<file path="src/design/mipsPkg.sv">
package mipsPkg;

	typedef logic [31:0] word_t;
	typedef logic [4:0] regAddr_t;

	typedef enum logic [2:0] {
		aluAdd, aluSub, aluAnd, aluOr, aluSlt, aluLui
	} aluOp_t;

	typedef enum logic [2:0] {
		stFetch, stDecode, stExecute, stMemory, stWriteback, stIrqEntry
	} ctrlState_t;

	//////////////////////////////////////////////////////////////////////
	// Instruction encodings

	localparam logic [5:0] opSpecial = 6'h00;
	localparam logic [5:0] opJ = 6'h02;
	localparam logic [5:0] opBeq = 6'h04;
	localparam logic [5:0] opAddiu = 6'h09;
	localparam logic [5:0] opOri = 6'h0d;
	localparam logic [5:0] opLui = 6'h0f;
	localparam logic [5:0] opCop0 = 6'h10;
	localparam logic [5:0] opLw = 6'h23;
	localparam logic [5:0] opSw = 6'h2b;

	// Function codes for opSpecial and eret
	localparam logic [5:0] fnAddu = 6'h21;
	localparam logic [5:0] fnSubu = 6'h23;
	localparam logic [5:0] fnAnd = 6'h24;
	localparam logic [5:0] fnOr = 6'h25;
	localparam logic [5:0] fnSlt = 6'h2a;
	localparam logic [5:0] fnEret = 6'h18;

	localparam logic [4:0] rsMfc0 = 5'h00;
	localparam logic [4:0] rsMtc0 = 5'h04;
	localparam logic [4:0] rsCo = 5'h10;    // eret lives here

	//////////////////////////////////////////////////////////////////////
	// Memory map

	localparam word_t resetPc = 32'h0000_3000;
	localparam word_t handlerPc = 32'h0000_4180;
	localparam word_t ramBase = 32'h0000_0000;
	localparam int ramWords = 256;
	localparam int ramIdxBits = $clog2(ramWords);
	localparam word_t ramEnd = ramBase + 32'(ramWords * 4);
	localparam word_t timerBase = 32'h0000_7f00;
	localparam word_t ctrlOffset = 32'h0;
	localparam word_t presetOffset = 32'h4;
	localparam word_t countOffset = 32'h8;
	localparam word_t timerEnd = timerBase + countOffset + 32'h4;

	// CP0 register numbers
	localparam regAddr_t statusReg = 5'd12;
	localparam regAddr_t causeReg = 5'd13;
	localparam regAddr_t epcReg = 5'd14;

endpackage
</file>
<file path="src/design/wbBus.sv">
`timescale 1ns/1ns

interface wbBus;
	import mipsPkg::*;

	logic cyc;
	logic stb;
	logic we;
	word_t adr;
	word_t datW;     // Master to slave
	word_t datR;     // Slave to master, valid with ack
	logic ack;

	modport master (
		output cyc, stb, we, adr, datW,
		input datR, ack
	);

	modport slave (
		input cyc, stb, we, adr, datW,
		output datR, ack
	);

endinterface

</file>
<file path="src/design/irqTimer.sv">
`timescale 1ns/1ns

module irqTimer (
	input logic clk,
	input logic rst,
	wbBus.slave bus,
	output logic irq
);
	import mipsPkg::*;

	logic [1:0] ctrl;        // Bit 1 irq mask, bit 0 count enable
	word_t preset;
	word_t count;
	logic flag;
	word_t offset;
	logic access;
	logic writeCtrl;
	logic writePreset;
	logic reload;

	assign offset = bus.adr - timerBase;
	assign access = bus.cyc && bus.stb && !bus.ack;
	assign writeCtrl = access && bus.we && (offset == ctrlOffset);
	assign writePreset = access && bus.we && (offset == presetOffset);
	assign reload = ctrl[0] && !writePreset && (count <= 32'd1);

	always_ff @(posedge clk) begin
		if (rst) begin
			ctrl <= '0;
			preset <= '0;
			count <= '0;
			flag <= 1'b0;
			bus.ack <= 1'b0;
		end else begin
			bus.ack <= access;
			if (writeCtrl)
				ctrl <= bus.datW[1:0];
			if (writePreset) begin
				preset <= bus.datW;
				count <= bus.datW;   // New preset restarts the count
			end else if (reload) begin
				count <= preset;
			end else if (ctrl[0]) begin
				count <= count - 32'd1;
			end
			if (writeCtrl)
				flag <= 1'b0;        // Ctrl write acknowledges
			else if (reload)
				flag <= 1'b1;
		end
	end

	always_ff @(posedge clk) begin
		if (access) begin
			case (offset)
				ctrlOffset: bus.datR <= {30'b0, ctrl};
				presetOffset: bus.datR <= preset;
				countOffset: bus.datR <= count;
				default: bus.datR <= '0;
			endcase
		end
	end

	assign irq = flag && ctrl[1];

endmodule

</file>
<file path="src/flat_wrapper.sv">
// flat-port wrapper written by rule: the top's interface ports become plain ports
module irqTimer_flat import mipsPkg::*;
  (clk, rst, irq, bus_cyc, bus_stb, bus_we, bus_adr, bus_datW, bus_datR, bus_ack);
  wbBus bus_i ();
  input logic clk;
  input logic rst;
  output logic irq;
  input wire logic [$bits(bus_i.cyc)-1:0] bus_cyc;
  input wire logic [$bits(bus_i.stb)-1:0] bus_stb;
  input wire logic [$bits(bus_i.we)-1:0] bus_we;
  input wire logic [$bits(bus_i.adr)-1:0] bus_adr;
  input wire logic [$bits(bus_i.datW)-1:0] bus_datW;
  output wire logic [$bits(bus_i.datR)-1:0] bus_datR;
  output wire logic [$bits(bus_i.ack)-1:0] bus_ack;
  assign bus_i.cyc = bus_cyc;
  assign bus_i.stb = bus_stb;
  assign bus_i.we = bus_we;
  assign bus_i.adr = bus_adr;
  assign bus_i.datW = bus_datW;
  assign bus_datR = bus_i.datR;
  assign bus_ack = bus_i.ack;
  irqTimer u_core (.clk(clk), .rst(rst), .bus(bus_i), .irq(irq));
endmodule
</file>
<file path="config.mk">
export PLATFORM = sky130hd
export DESIGN_NAME = irqTimer_flat
export DESIGN_NICKNAME = d
export VERILOG_FILES = /design/src/design/mipsPkg.sv /design/src/design/wbBus.sv /design/src/design/irqTimer.sv /design/src/flat_wrapper.sv
export SDC_FILE = /design/constraint.sdc
export NUM_CORES = 1
export LEC_CHECK = 0
export ABC_CLOCK_PERIOD_IN_PS = 8850
export BUFFER_PORTS_ARGS = -buffer_cell sky130_fd_sc_hd__buf_2
export CORE_MARGIN = 8
export CORE_UTILIZATION = 40
export CTS_CLUSTER_SIZE = 16
export DETAILED_ROUTE_END_ITERATION = 7
export GPL_TIMING_DRIVEN = 1
export PLACE_DENSITY = 0.58
export SLEW_MARGIN = 20
export SYNTH_ARGS = -nofsm -noshare
export SYNTH_HDL_FRONTEND = slang
export SYNTH_SLANG_ARGS = --single-unit
export TNS_END_PERCENT = 30
</file>
<file path="constraint.sdc">
create_clock -name clk -period 8.85 [get_ports clk]
set_input_delay 1.77 -clock clk [delete_from_list [all_inputs] [get_ports clk]]
set_output_delay 1.77 -clock clk [all_outputs]
set_load 0.01 [all_outputs]
</file>
* Word-level counts from Yosys, hierarchy flattened
Cells that the tools add are included.
Cells by class: add/sub/neg operators 2, $lt $le $gt $ge 1, equality and inequality tests 2, muxes and demuxes 4, reduce and logical (&&, ||, !) cells 13
Operator list (number):
- two-way mux 32 bit | 3
- case mux 32 bit (3 select lines) | 1
- == test 32 x 3 -> 1 bit, second input constant | 1
- == test 32 x 4 -> 1 bit, second input constant | 1
- less-or-equal comparator 32 x 1 -> 1 bit, second input constant | 1
- logical NOT 32 bit | 1
- subtractor 32 x 1 -> 32 bit, second input constant | 1
- subtractor 32 x 15 -> 32 bit, second input constant | 1
- logical AND 1 bit | 8
- nonzero test 3 bit | 1
- logical NOT 1 bit | 2
- OR reduction 2 bit | 1
Storage, ports and cells: register bits 100, bits of input ports 69, output and inout bits 34

* Logic depth before layout (Yosys ltp)
Gate-level depths: netlist (run 1).
depth after elaboration 9, gate-level depth with buffers 10, mapped depth without buffers 9

* Worst setup path after synthesis (run 1)
Ideal clock, no wire load.
path type input to register, from input port bus_cyc, to register u_core.flag, setup time 134 ps, arrival 4394 ps, slack 4321 ps, cell stages on the path 8, path buffers 2, path through nand2_1 -> nor2_1 -> nand3_1 -> or4_1 -> buf_2 -> buf_6 -> a21oi_1 -> nor3_1
Between the ends: longest elaborated chain between the ends 7, elaborated cells between the ends (all ways) 9, classes of those cells 9 x reduce/logical
Ends and longest elaborated chain:
- from (decl) | RTL line flat_wrapper.sv:8 | input wire logic [$bits(bus_i.cyc)-1:0] bus_cyc;
- logical AND 1 bit * (2 in series) | RTL line irqTimer.sv:22 | assign access = bus.cyc && bus.stb && !bus.ack;
- net u_core.access | RTL line irqTimer.sv:16 | logic access;
- logical AND 1 bit * | RTL line irqTimer.sv:23, irqTimer.sv:24
- logical AND 1 bit | RTL line irqTimer.sv:24 | assign writePreset = access && bus.we && (offset == presetOffset);
- logical NOT 1 bit | RTL line irqTimer.sv:25 | assign reload = ctrl[0] && !writePreset && (count <= 32'd1);
- logical AND 1 bit (2 in series) | RTL line irqTimer.sv:25
- to (signal assigned) | RTL line irqTimer.sv:32 | flag <= 1'b0;
- to (signal assigned) | RTL line irqTimer.sv:47 | flag <= 1'b0;
- to (signal assigned) | RTL line irqTimer.sv:49 | flag <= 1'b1;
- to (decl) | RTL line irqTimer.sv:14 | logic flag;
The timed path passes the listed nets; every way through them passes the cells marked *. A chain may end at the register's enable or synchronous reset.

* Worst setup path in the final report (run 1)
from input port bus_adr[1], to register u_core.count[28]
Between the ends: longest elaborated chain between the ends 8, elaborated cells between the ends (all ways) 9, classes of those cells 1 x add/sub; 1 x eq/ne; 2 x mux; 5 x reduce/logical
Ends and longest elaborated chain:
- from (decl) | RTL line flat_wrapper.sv:11 | input wire logic [$bits(bus_i.adr)-1:0] bus_adr;
- subtractor 32 x 15 -> 32 bit * | RTL line irqTimer.sv:21 | assign offset = bus.adr - timerBase;
- == test 32 x 3 -> 1 bit * | RTL line irqTimer.sv:24
- logical AND 1 bit * | RTL line irqTimer.sv:24
- logical NOT 1 bit | RTL line irqTimer.sv:25
- logical AND 1 bit (2 in series) | RTL line irqTimer.sv:25
- two-way mux 32 bit | RTL line irqTimer.sv:41 | end else if (reload) begin
- two-way mux 32 bit | RTL line irqTimer.sv:38 | if (writePreset) begin
- to (signal assigned) | RTL line irqTimer.sv:40 | count <= bus.datW;
- to (signal assigned) | RTL line irqTimer.sv:42 | count <= preset;
- to (signal assigned) | RTL line irqTimer.sv:44 | count <= count - 32'd1;
- to (decl) | RTL line irqTimer.sv:13 | word_t count;
Every way passes the cells marked *; elsewhere a longest branch is shown, timed or not.

==> results.json, run 1 <==
{
  "outcome": "completed",
  "r2r_slack_ps": 5100,
  "worst_ir_drop_vdd_mv": 0.0888,
  "mappedNetlistArea_um2": 5140,
  "timing.rr.start": "u_core.count[16]",
  "setup_viol": 0,
  "post-route-period-util": 0.470,
  "cts_buffers": 9,
  "fin_ws_ps": 4690,
  "cts_resized": 0,
  "crit_path_end_kind": "flip-flop",
  "first_iter_violations": 382,
  "power_density_nw_per_um2": 152,
  "synth_async_sr_flop_share": 0,
  "grt_max_degree": 71,
  "ys_types": 53,
  "ys_seq_area_frac": 0.451,
  "drv_slew": 0,
  "coreArea_um2": 12600,
  "num_vias": 4808,
  "criticalPathCategory": "primary input to flip-flop",
  "maxSlewHeadroom": 0.334,
  "initial_core_util": 0.409,
  "drtPass1Iterations": 4,
  "synth.net_count": 692,
  "p_leak_uw": 0.00203,
  "hold_class": "flip-flop to flip-flop",
  "synth_top_cell_area_share": 0.265,
  "worstSetupStartpointType": "primary input",
  "multiInputGateArea_um2": 2590,
  "die_area_um2": 16700,
  "clk_latency_ps": 350,
  "root_buffer": "clkbuf_16",
  "clk_path_buf_depth": 2,
  "grt_pass1_vias": 4748,
  "drv_cap": 0,
  "synth.largest_area_cell": "dfxtp_1",
  "rr_endpoint": "u_core.count[23]",
  "regArea_um2": 2320,
  "cts_tree": "built",
  "fmax_mhz": 240,
  "hold_path_depth": 2,
  "synth_seq_cells": 100,
  "numPortBuffers": 102,
  "hpwl_um": 9730,
  "synth.avg_cell_area_um2": 8.28,
  "finClkSkew_ps": 8.70,
  "grt_remaining_overflow": 0,
  "critPathMaxFanout": 61,
  "drive_gt1_frac": 0.204,
  "synth_cells": 621,
  "globalplace.congestion": 0.795,
  "cts_htree_levels": 3,
  "setup-tns-final_ps": 0,
  "nFillCells": 1271,
  "pin_count": 103,
  "arrival_ps": 4360,
  "min_from": "u_core.preset[5]",
  "ys_warn_count": 0,
  "grt_pass1_wl_um": 24000,
  "grt_use_total": 0.177,
  "cts_sinks": 100,
  "fp.dieH_um": 129,
  "rr_worst_depth": 8,
  "worst_setup_hold_path_clk_slew_ps": 70,
  "antenna_found_initial": 0,
  "finalHoldViolCount": 0,
  "worst_pin_slew_ps": 997,
  "final_nets": 762,
  "synth_edf_count": 32,
  "n_antenna_cell": 0,
  "fin_crit_ps": 4160,
  "rows": 41,
  "synthToLayoutAreaGrowth_pct": 17.0,
  "cts_hold_buf": 0,
  "worstPathRequired_ps": 9040,
  "drc": 0,
  "synthFlopType": "dfxtp_1",
  "ys_top_cells_by_area": "dfxtp_1 26%, edfxtp_1 19%, a21oi_1 7.8%",
  "place_ws_ps": 3880,
  "wl_per_cell_um": 17.1,
  "detail_route.vias_per_cell": 5.54,
  "synth_most_common_cell": "nand2_1",
  "die_x_um": 129,
  "drt_wl_total_um": 14800,
  "rsz0062_at_grt": "no",
  "min_delay_worst_endpoint": "u_core.preset[5]",
  "ant_nets": 0,
  "ys_top_cells_by_count": "90 x nand2_1, 80 x a21oi_1, 69 x nor2_1",
  "post-cts-setup-buffers": 0
}
==> cell type report <==
type,count,share of cell area
Clock buffer,11,0.0422
Multi-Input combinational cell,461,0.430
Tap cell,172,0.0358
Inverter,10,0.00624
Timing Repair Buffer,109,0.0936
Clock inverter,5,0.00603
Sequential cell,100,0.386
==> power by group <==
group	total [µW]	internal [µW]	switching, µW
clock	386	208	177
combinational	46.3	18.4	27.9
sequential	480	478	1.47
total	912	705	207
==> routing by layer <==
layer / wire length [µm] / vias up / global-route usage
li1: - / 2411 / -
met5: 0 / - / 0
met2: 7270 / 131 / 0.302
met3: 675 / 15 / 0.0230
met1: 6670 / 2251 / 0.222
met4: 226 / 0 / 0.0691
==> sequential cells by signal, indices dropped and copies added (netlist names) <==
signal / flops
u_core.bus.datR: 32
u_core.ctrl: 2
u_core.count: 32
u_core.preset: 32
u_core.bus.ack: 1
u_core.flag: 1
==> worst max-delay path, stage by stage <==
cell	delay (ps)
buf_2	90
or4_1	510
a211o_1	320
a2111oi_4	370
o21ai_2	130
or4_4	800
o211ai_1	210
a21oi_1	90
==> worst max path at each step <==
stage | startpoint | to
floorplan | bus_cyc | u_core.flag
global placement | bus_adr[1] | u_core.count[0]
detailed placement | bus_adr[1] | u_core.count[0]
CTS | bus_adr[1] | u_core.count[0]
global route | bus_adr[1] | u_core.count[18]
finish | bus_adr[1] | u_core.count[28]
==> logic make-up after synthesis <==
group	count (synthesis)	share of synthesized area
XOR/XNOR	1	0.00170
AND/OR/NAND/NOR	268	0.248
adder cells (fa/ha/maj)	2	0.00486
multiplexers	5	0.00973
flip-flops	100	0.451
buffers and inverters	60	0.0513
AO/OA/AOI/OAI	185	0.233
==> through the flow <==
step | total power, µW | hold WS [ps] | utilization | area (µm²) | cells
after floorplan | 509 | 440 | - | 5140 | 621
after global placement | 536 | 454 | 0.455 | 5720 | 852
after detailed placement | 538 | 458 | 0.455 | 5720 | 852
after CTS | 920 | 468 | 0.479 | 6010 | 868
after global routing | 946 | 478 | 0.479 | 6020 | 868
final | 912 | 467 | 0.479 | 6020 | 868
==> layout by cell type (no fill, tap or decap), drive strengths merged, types with 6 or more instances in the layout <==
| master | synthesis | layout |
|---|---|---|
| clkbuf | 36 | 11 |
| nand2 | 90 | 90 |
| a211o | 7 | 7 |
| nand3 | 25 | 25 |
| nor3 | 23 | 23 |
| edfxtp | 32 | 32 |
| a21oi | 80 | 80 |
| a31oi | 6 | 6 |
| or3 | 12 | 12 |
| nor4 | 15 | 15 |
| o21a | 6 | 6 |
| dfxtp | 68 | 68 |
| inv | 10 | 10 |
| buf | 14 | 109 |
| o21ai | 16 | 16 |
| a22oi | 31 | 31 |
| o211ai | 11 | 11 |
| nor2 | 69 | 69 |
| nand4 | 7 | 7 |
| o31ai | 6 | 6 |
(Power assumes the default switching activity.)
==> inputs of run 2 (changes only) <==
--- a/config.mk
+++ b/config.mk
@@ -5,7 +5,7 @@
 export SDC_FILE = /design/constraint.sdc
 export NUM_CORES = 1
 export LEC_CHECK = 0
-export ABC_CLOCK_PERIOD_IN_PS = 8850
+export ABC_CLOCK_PERIOD_IN_PS = 3900
 export BUFFER_PORTS_ARGS = -buffer_cell sky130_fd_sc_hd__buf_2
 export CORE_MARGIN = 8
 export CORE_UTILIZATION = 40
==> constraint.sdc (replaced) <==
create_clock -name clk -period 3.9 [get_ports clk]
set_input_delay 0.78 -clock clk [delete_from_list [all_inputs] [get_ports clk]]
set_output_delay 0.78 -clock clk [all_outputs]
set_load 0.01 [all_outputs]
==> results.json, run 2 (synthesized netlist as in run 1, its figures left out) <==
{
  "pin_count": 103,
  "worst_hold_slack_ps": 467,
  "nFillCells": 1273,
  "root_buffer": "clkbuf_16",
  "final_cell_mix": "102 x buf_2, 90 x nand2_1, 80 x a21oi_1",
  "outcome": "completed",
  "worst_ir_drop_vdd_mv": 0.181,
  "worst_setup_hold_path_clk_slew_ps": 70,
  "clk_latency_ps": 340,
  "drt_wl_total_um": 14800,
  "final_nets": 768,
  "drive_gt1_frac": 0.212,
  "setup-tns-final_ps": 0,
  "cts_hold_buf": 0,
  "n_antenna_cell": 0,
  "p_leak_uw": 0.00207,
  "grt_pass1_vias": 4779,
  "grt_use_total": 0.179,
  "criticalPathCategory": "primary input to flip-flop",
  "timing.rr.start": "u_core.count[22]",
  "drc": 0,
  "cts_htree_levels": 3,
  "synthToLayoutAreaGrowth_pct": 18.1,
  "critPathMaxFanout": 61,
  "die_x_um": 129,
  "rsz0062_at_grt": "no",
  "post-route-period-util": 0.810,
  "fmax_mhz": 317,
  "rr_endpoint": "u_core.count[9]",
  "setup_viol": 0,
  "hold_class": "flip-flop to flip-flop",
  "worstSetupStartpointType": "primary input",
  "post-cts-setup-buffers": 0,
  "cts_sinks": 100,
  "fin_crit_ps": 3160,
  "endpoint": "u_core.count[27]",
  "hpwl_um": 10100,
  "antenna_found_initial": 0,
  "fin_cells": 874,
  "drv_cap": 0,
  "worst_pin_slew_ps": 923,
  "layout_commonest_cell": "buf_2",
  "die_area_um2": 16700,
  "rr_worst_depth": 7,
  "first_iter_violations": 343,
  "initial_core_util": 0.409,
  "crit_path_end_kind": "flip-flop",
  "arrival_ps": 3350,
  "min_from": "u_core.preset[25]",
  "drv_slew": 0,
  "cts_buffers": 9,
  "drtPass1Iterations": 5,
  "top_regs": "u_core.bus.datR x32, u_core.count x32, u_core.preset x32",
  "cts_resized": 0,
  "grt_remaining_overflow": 0,
  "clk_path_buf_depth": 2,
  "r2r_slack_ps": 970,
  "grt_max_degree": 65,
  "dpl.cell_count": 858,
  "globalplace.congestion": 0.817,
  "grt_pass1_wl_um": 24000,
  "finClkSkew_ps": 5.32,
  "cts_tree": "built",
  "power_density_nw_per_um2": 343,
  "finalHoldViolCount": 0,
  "fin_ws_ps": 742,
  "wl_per_cell_um": 17.0,
  "cp-startpoint": "bus_adr[1]",
  "worstPathRequired_ps": 4090,
  "coreArea_um2": 12600,
  "fp.dieH_um": 129,
  "numPortBuffers": 102,
  "place_ws_ps": 376,
  "maxSlewHeadroom": 0.385,
  "detail_route.vias_per_cell": 5.60,
  "final_util": 0.483,
  "num_vias": 4893,
  "hold_path_depth": 2,
  "rows": 41,
  "ant_nets": 0
}
[run 2: worst min path at each step]
stage                                    to
final                     u_core.preset[25]
after global routing       u_core.preset[5]
after CTS                  u_core.preset[5]
after detailed placement  u_core.preset[25]
after global placement    u_core.preset[16]
after floorplan           u_core.preset[25]
[run 2: cell type report]
type                       count  area, µm²  share of cell area
clock buffer                  13        282              0.0463
inverter                      10       37.5             0.00618
multi-input combinational    461       2580               0.425
tap                          172        215              0.0354
timing repair buffer         115        621               0.102
clock inverter                 3       17.5             0.00288
sequential                   100       2320               0.382
[run 2: layer usage]
layer | track usage | share of wire
met3 | 0.0263 | 0.055
met5 | 0 | 0
met4 | 0.0809 | 0.016
met1 | 0.223 | 0.44
met2 | 0.302 | 0.48
[run 2: power by group]
part / leakage (µW) / internal (µW) / switching [µW]
registers: 0.000835 / 1090 / 3.29
logic: 0.00109 / 42.8 / 64.0
clock network: 0.000147 / 505 / 382
total: 0.00207 / 1630 / 449
[run 2: critical path, stage by stage]
cell and delay, ps:
buf_2 90, or4_1 510, a211o_1 320, a2111oi_4 370, o21ai_2 130, or4_2 670
buf_12 220, o2111ai_1 110, a21oi_1 90
[run 2: per-stage QoR]
stage	total power (µW)	area, µm²
2_1_floorplan	1150	5140
3_3_place_gp	1220	5780
3_5_place_dp	1220	5780
4_1_cts	2100	6080
5_1_grt	2150	6080
6_report	2080	6080
==> inputs of run 3 (changes only) <==
--- a/config.mk
+++ b/config.mk
@@ -5,14 +5,14 @@
 export SDC_FILE = /design/constraint.sdc
 export NUM_CORES = 1
 export LEC_CHECK = 0
-export ABC_CLOCK_PERIOD_IN_PS = 3900
+export ABC_CLOCK_PERIOD_IN_PS = 2900
 export BUFFER_PORTS_ARGS = -buffer_cell sky130_fd_sc_hd__buf_2
 export CORE_MARGIN = 8
 export CORE_UTILIZATION = 40
 export CTS_CLUSTER_SIZE = 16
 export DETAILED_ROUTE_END_ITERATION = 7
 export GPL_TIMING_DRIVEN = 1
-export PLACE_DENSITY = 0.58
+export PLACE_DENSITY = 0.6
 export SLEW_MARGIN = 20
 export SYNTH_ARGS = -nofsm -noshare
 export SYNTH_HDL_FRONTEND = slang
==> constraint.sdc (replaced) <==
create_clock -name clk -period 2.9 [get_ports clk]
set_input_delay 0.58 -clock clk [delete_from_list [all_inputs] [get_ports clk]]
set_output_delay 0.58 -clock clk [all_outputs]
set_load 0.01 [all_outputs]
==> results.json, run 3 (synthesized netlist as in run 1, its figures left out) <==
{
  "num_vias": 4968,
  "hpwl_um": 10100,
  "setup-tns-final_ps": 0,
  "drc": 0,
  "rows": 41,
  "root_buffer": "clkbuf_16",
  "timing.rr.start": "u_core.count[12]",
  "p_leak_uw": 0.00217,
  "fin_ws_ps": 184,
  "grt_pass1_wl_um": 23500,
  "grt_pass1_vias": 4708,
  "fp.dieH_um": 129,
  "critPathMaxFanout": 31,
  "clk_latency_ps": 350,
  "cts_tree": "built",
  "clk_path_buf_depth": 2,
  "final_nets": 789,
  "wl_per_cell_um": 16.5,
  "placed_area_um2": 5930,
  "worst_hold_slack_ps": 466,
  "rr_endpoint": "u_core.count[25]",
  "numPortBuffers": 102,
  "criticalPathCategory": "primary input to flip-flop",
  "synthToLayoutAreaGrowth_pct": 21.3,
  "coreArea_um2": 12600,
  "worst_pin_slew_ps": 517,
  "regArea_um2": 2320,
  "multiInputGateArea_um2": 2580,
  "finalHoldViolCount": 0,
  "gr-usage-met1": 0.217,
  "outcome": "completed",
  "r2r_slack_ps": 310,
  "min_from": "u_core.preset[5]",
  "die_x_um": 129,
  "rr_worst_depth": 7,
  "fin_crit_ps": 2720,
  "n_antenna_cell": 0,
  "drtPass1Iterations": 5,
  "post-route-period-util": 0.937,
  "place_ws_ps": -336,
  "final_util": 0.497,
  "grt-busiest-layer": "met2",
  "rsz0062_at_grt": "no",
  "met3_usage": 0.0308,
  "worstPathRequired_ps": 3130,
  "setup_viol": 0,
  "maxSlewHeadroom": 0.652,
  "cts_hold_buf": 0,
  "layout_commonest_cell": "buf_2",
  "power_density_nw_per_um2": 447,
  "crit_path_end_kind": "flip-flop",
  "cp_slowest_cell": "or4_4",
  "nFillCells": 1215,
  "cts_htree_levels": 3,
  "cts_buffers": 9,
  "final_cell_mix": "102 x buf_2, 90 x nand2_1, 80 x a21oi_1",
  "fmax_mhz": 368,
  "grtUsageMet2": 0.292,
  "worst_ir_drop_vdd_mv": 0.231,
  "finClkSkew_ps": 8.35,
  "drv_slew": 0,
  "die_area_um2": 16700,
  "hold_path_depth": 2,
  "globalplace.congestion": 0.825,
  "pin_count": 103,
  "drive_gt1_frac": 0.231,
  "arrival_ps": 2950,
  "antenna_found_initial": 0,
  "worstSetupStartpointType": "primary input",
  "max_stage_delay_ps": 550,
  "initial_core_util": 0.409,
  "drt_wl_total_um": 14800,
  "min_delay_worst_endpoint": "u_core.preset[5]",
  "top_regs": "u_core.bus.datR x32, u_core.count x32, u_core.preset x32",
  "detail_route.vias_per_cell": 5.55,
  "grt_max_degree": 62,
  "drv_cap": 0,
  "grt_use_total": 0.175,
  "worst_setup_hold_path_clk_slew_ps": 60,
  "cts_sinks": 100,
  "fin_area_um2": 6240,
  "first_iter_violations": 355,
  "ant_nets": 0,
  "path_cells": "buf_2 -> or4_1 -> a211o_1 -> a2111oi_4 -> o21ai_2 -> or4_4 -> buf_12 -> nand3b_1 -> o211ai_1",
  "grt_remaining_overflow": 0,
  "hold_class": "flip-flop to flip-flop"
}
## run 3: timing repair
| item | in CTS | in global routing |
|---|---|---|
| hold endpoints to repair | 0 | 0 |
| buffers inserted | 0 | 0 |
| resized for setup | 0 | 1 |
| setup endpoints to repair | 0 | 30 |
## run 3: layout make-up
cell class	count	share of cell area
sequential	100	0.372
tap	172	0.0345
multi-input combinational	461	0.414
clock buffer	11	0.0373
timing repair buffer	136	0.128
clock inverter	5	0.00862
inverter	10	0.00601
## run 3: critical path: cells and delay by family
family                 cells  cell delay [ps]
AND/OR/NAND/NOR            3             1190
AO/OA/AOI/OAI              4              880
buffers and inverters      2              290
## run 3: power by group
group	total, µW	internal, µW	switching (µW)
Sequential	1460	1460	4.30
Clock	1180	665	513
Combinational	147	60.6	86.0
Total	2790	2190	604
## run 3: through the flow
step / total power [µW] / std cells
after floorplan: 1550 / 621
after global placement: 1640 / 878
after detailed placement: 1640 / 878
after CTS: 2810 / 894
after global routing: 2890 / 895
final: 2790 / 895
## run 3: layer usage
layer  part of all wire  wire length [µm]
met1               0.43              6300
met2               0.48              7070
met3              0.073              1080
met4              0.024               350
met5                  0                 0
## run 3: worst max path at each step
stage / from / end / slack [ps]
floorplan: bus_adr[1] / u_core.flag / 20
global placement: bus_adr[1] / u_core.count[0] / -280
detailed placement: bus_adr[1] / u_core.count[0] / -340
CTS: bus_adr[1] / u_core.count[0] / 30
global route: bus_adr[1] / u_core.preset[31] / 30
finish: bus_adr[1] / u_core.count[0] / 180
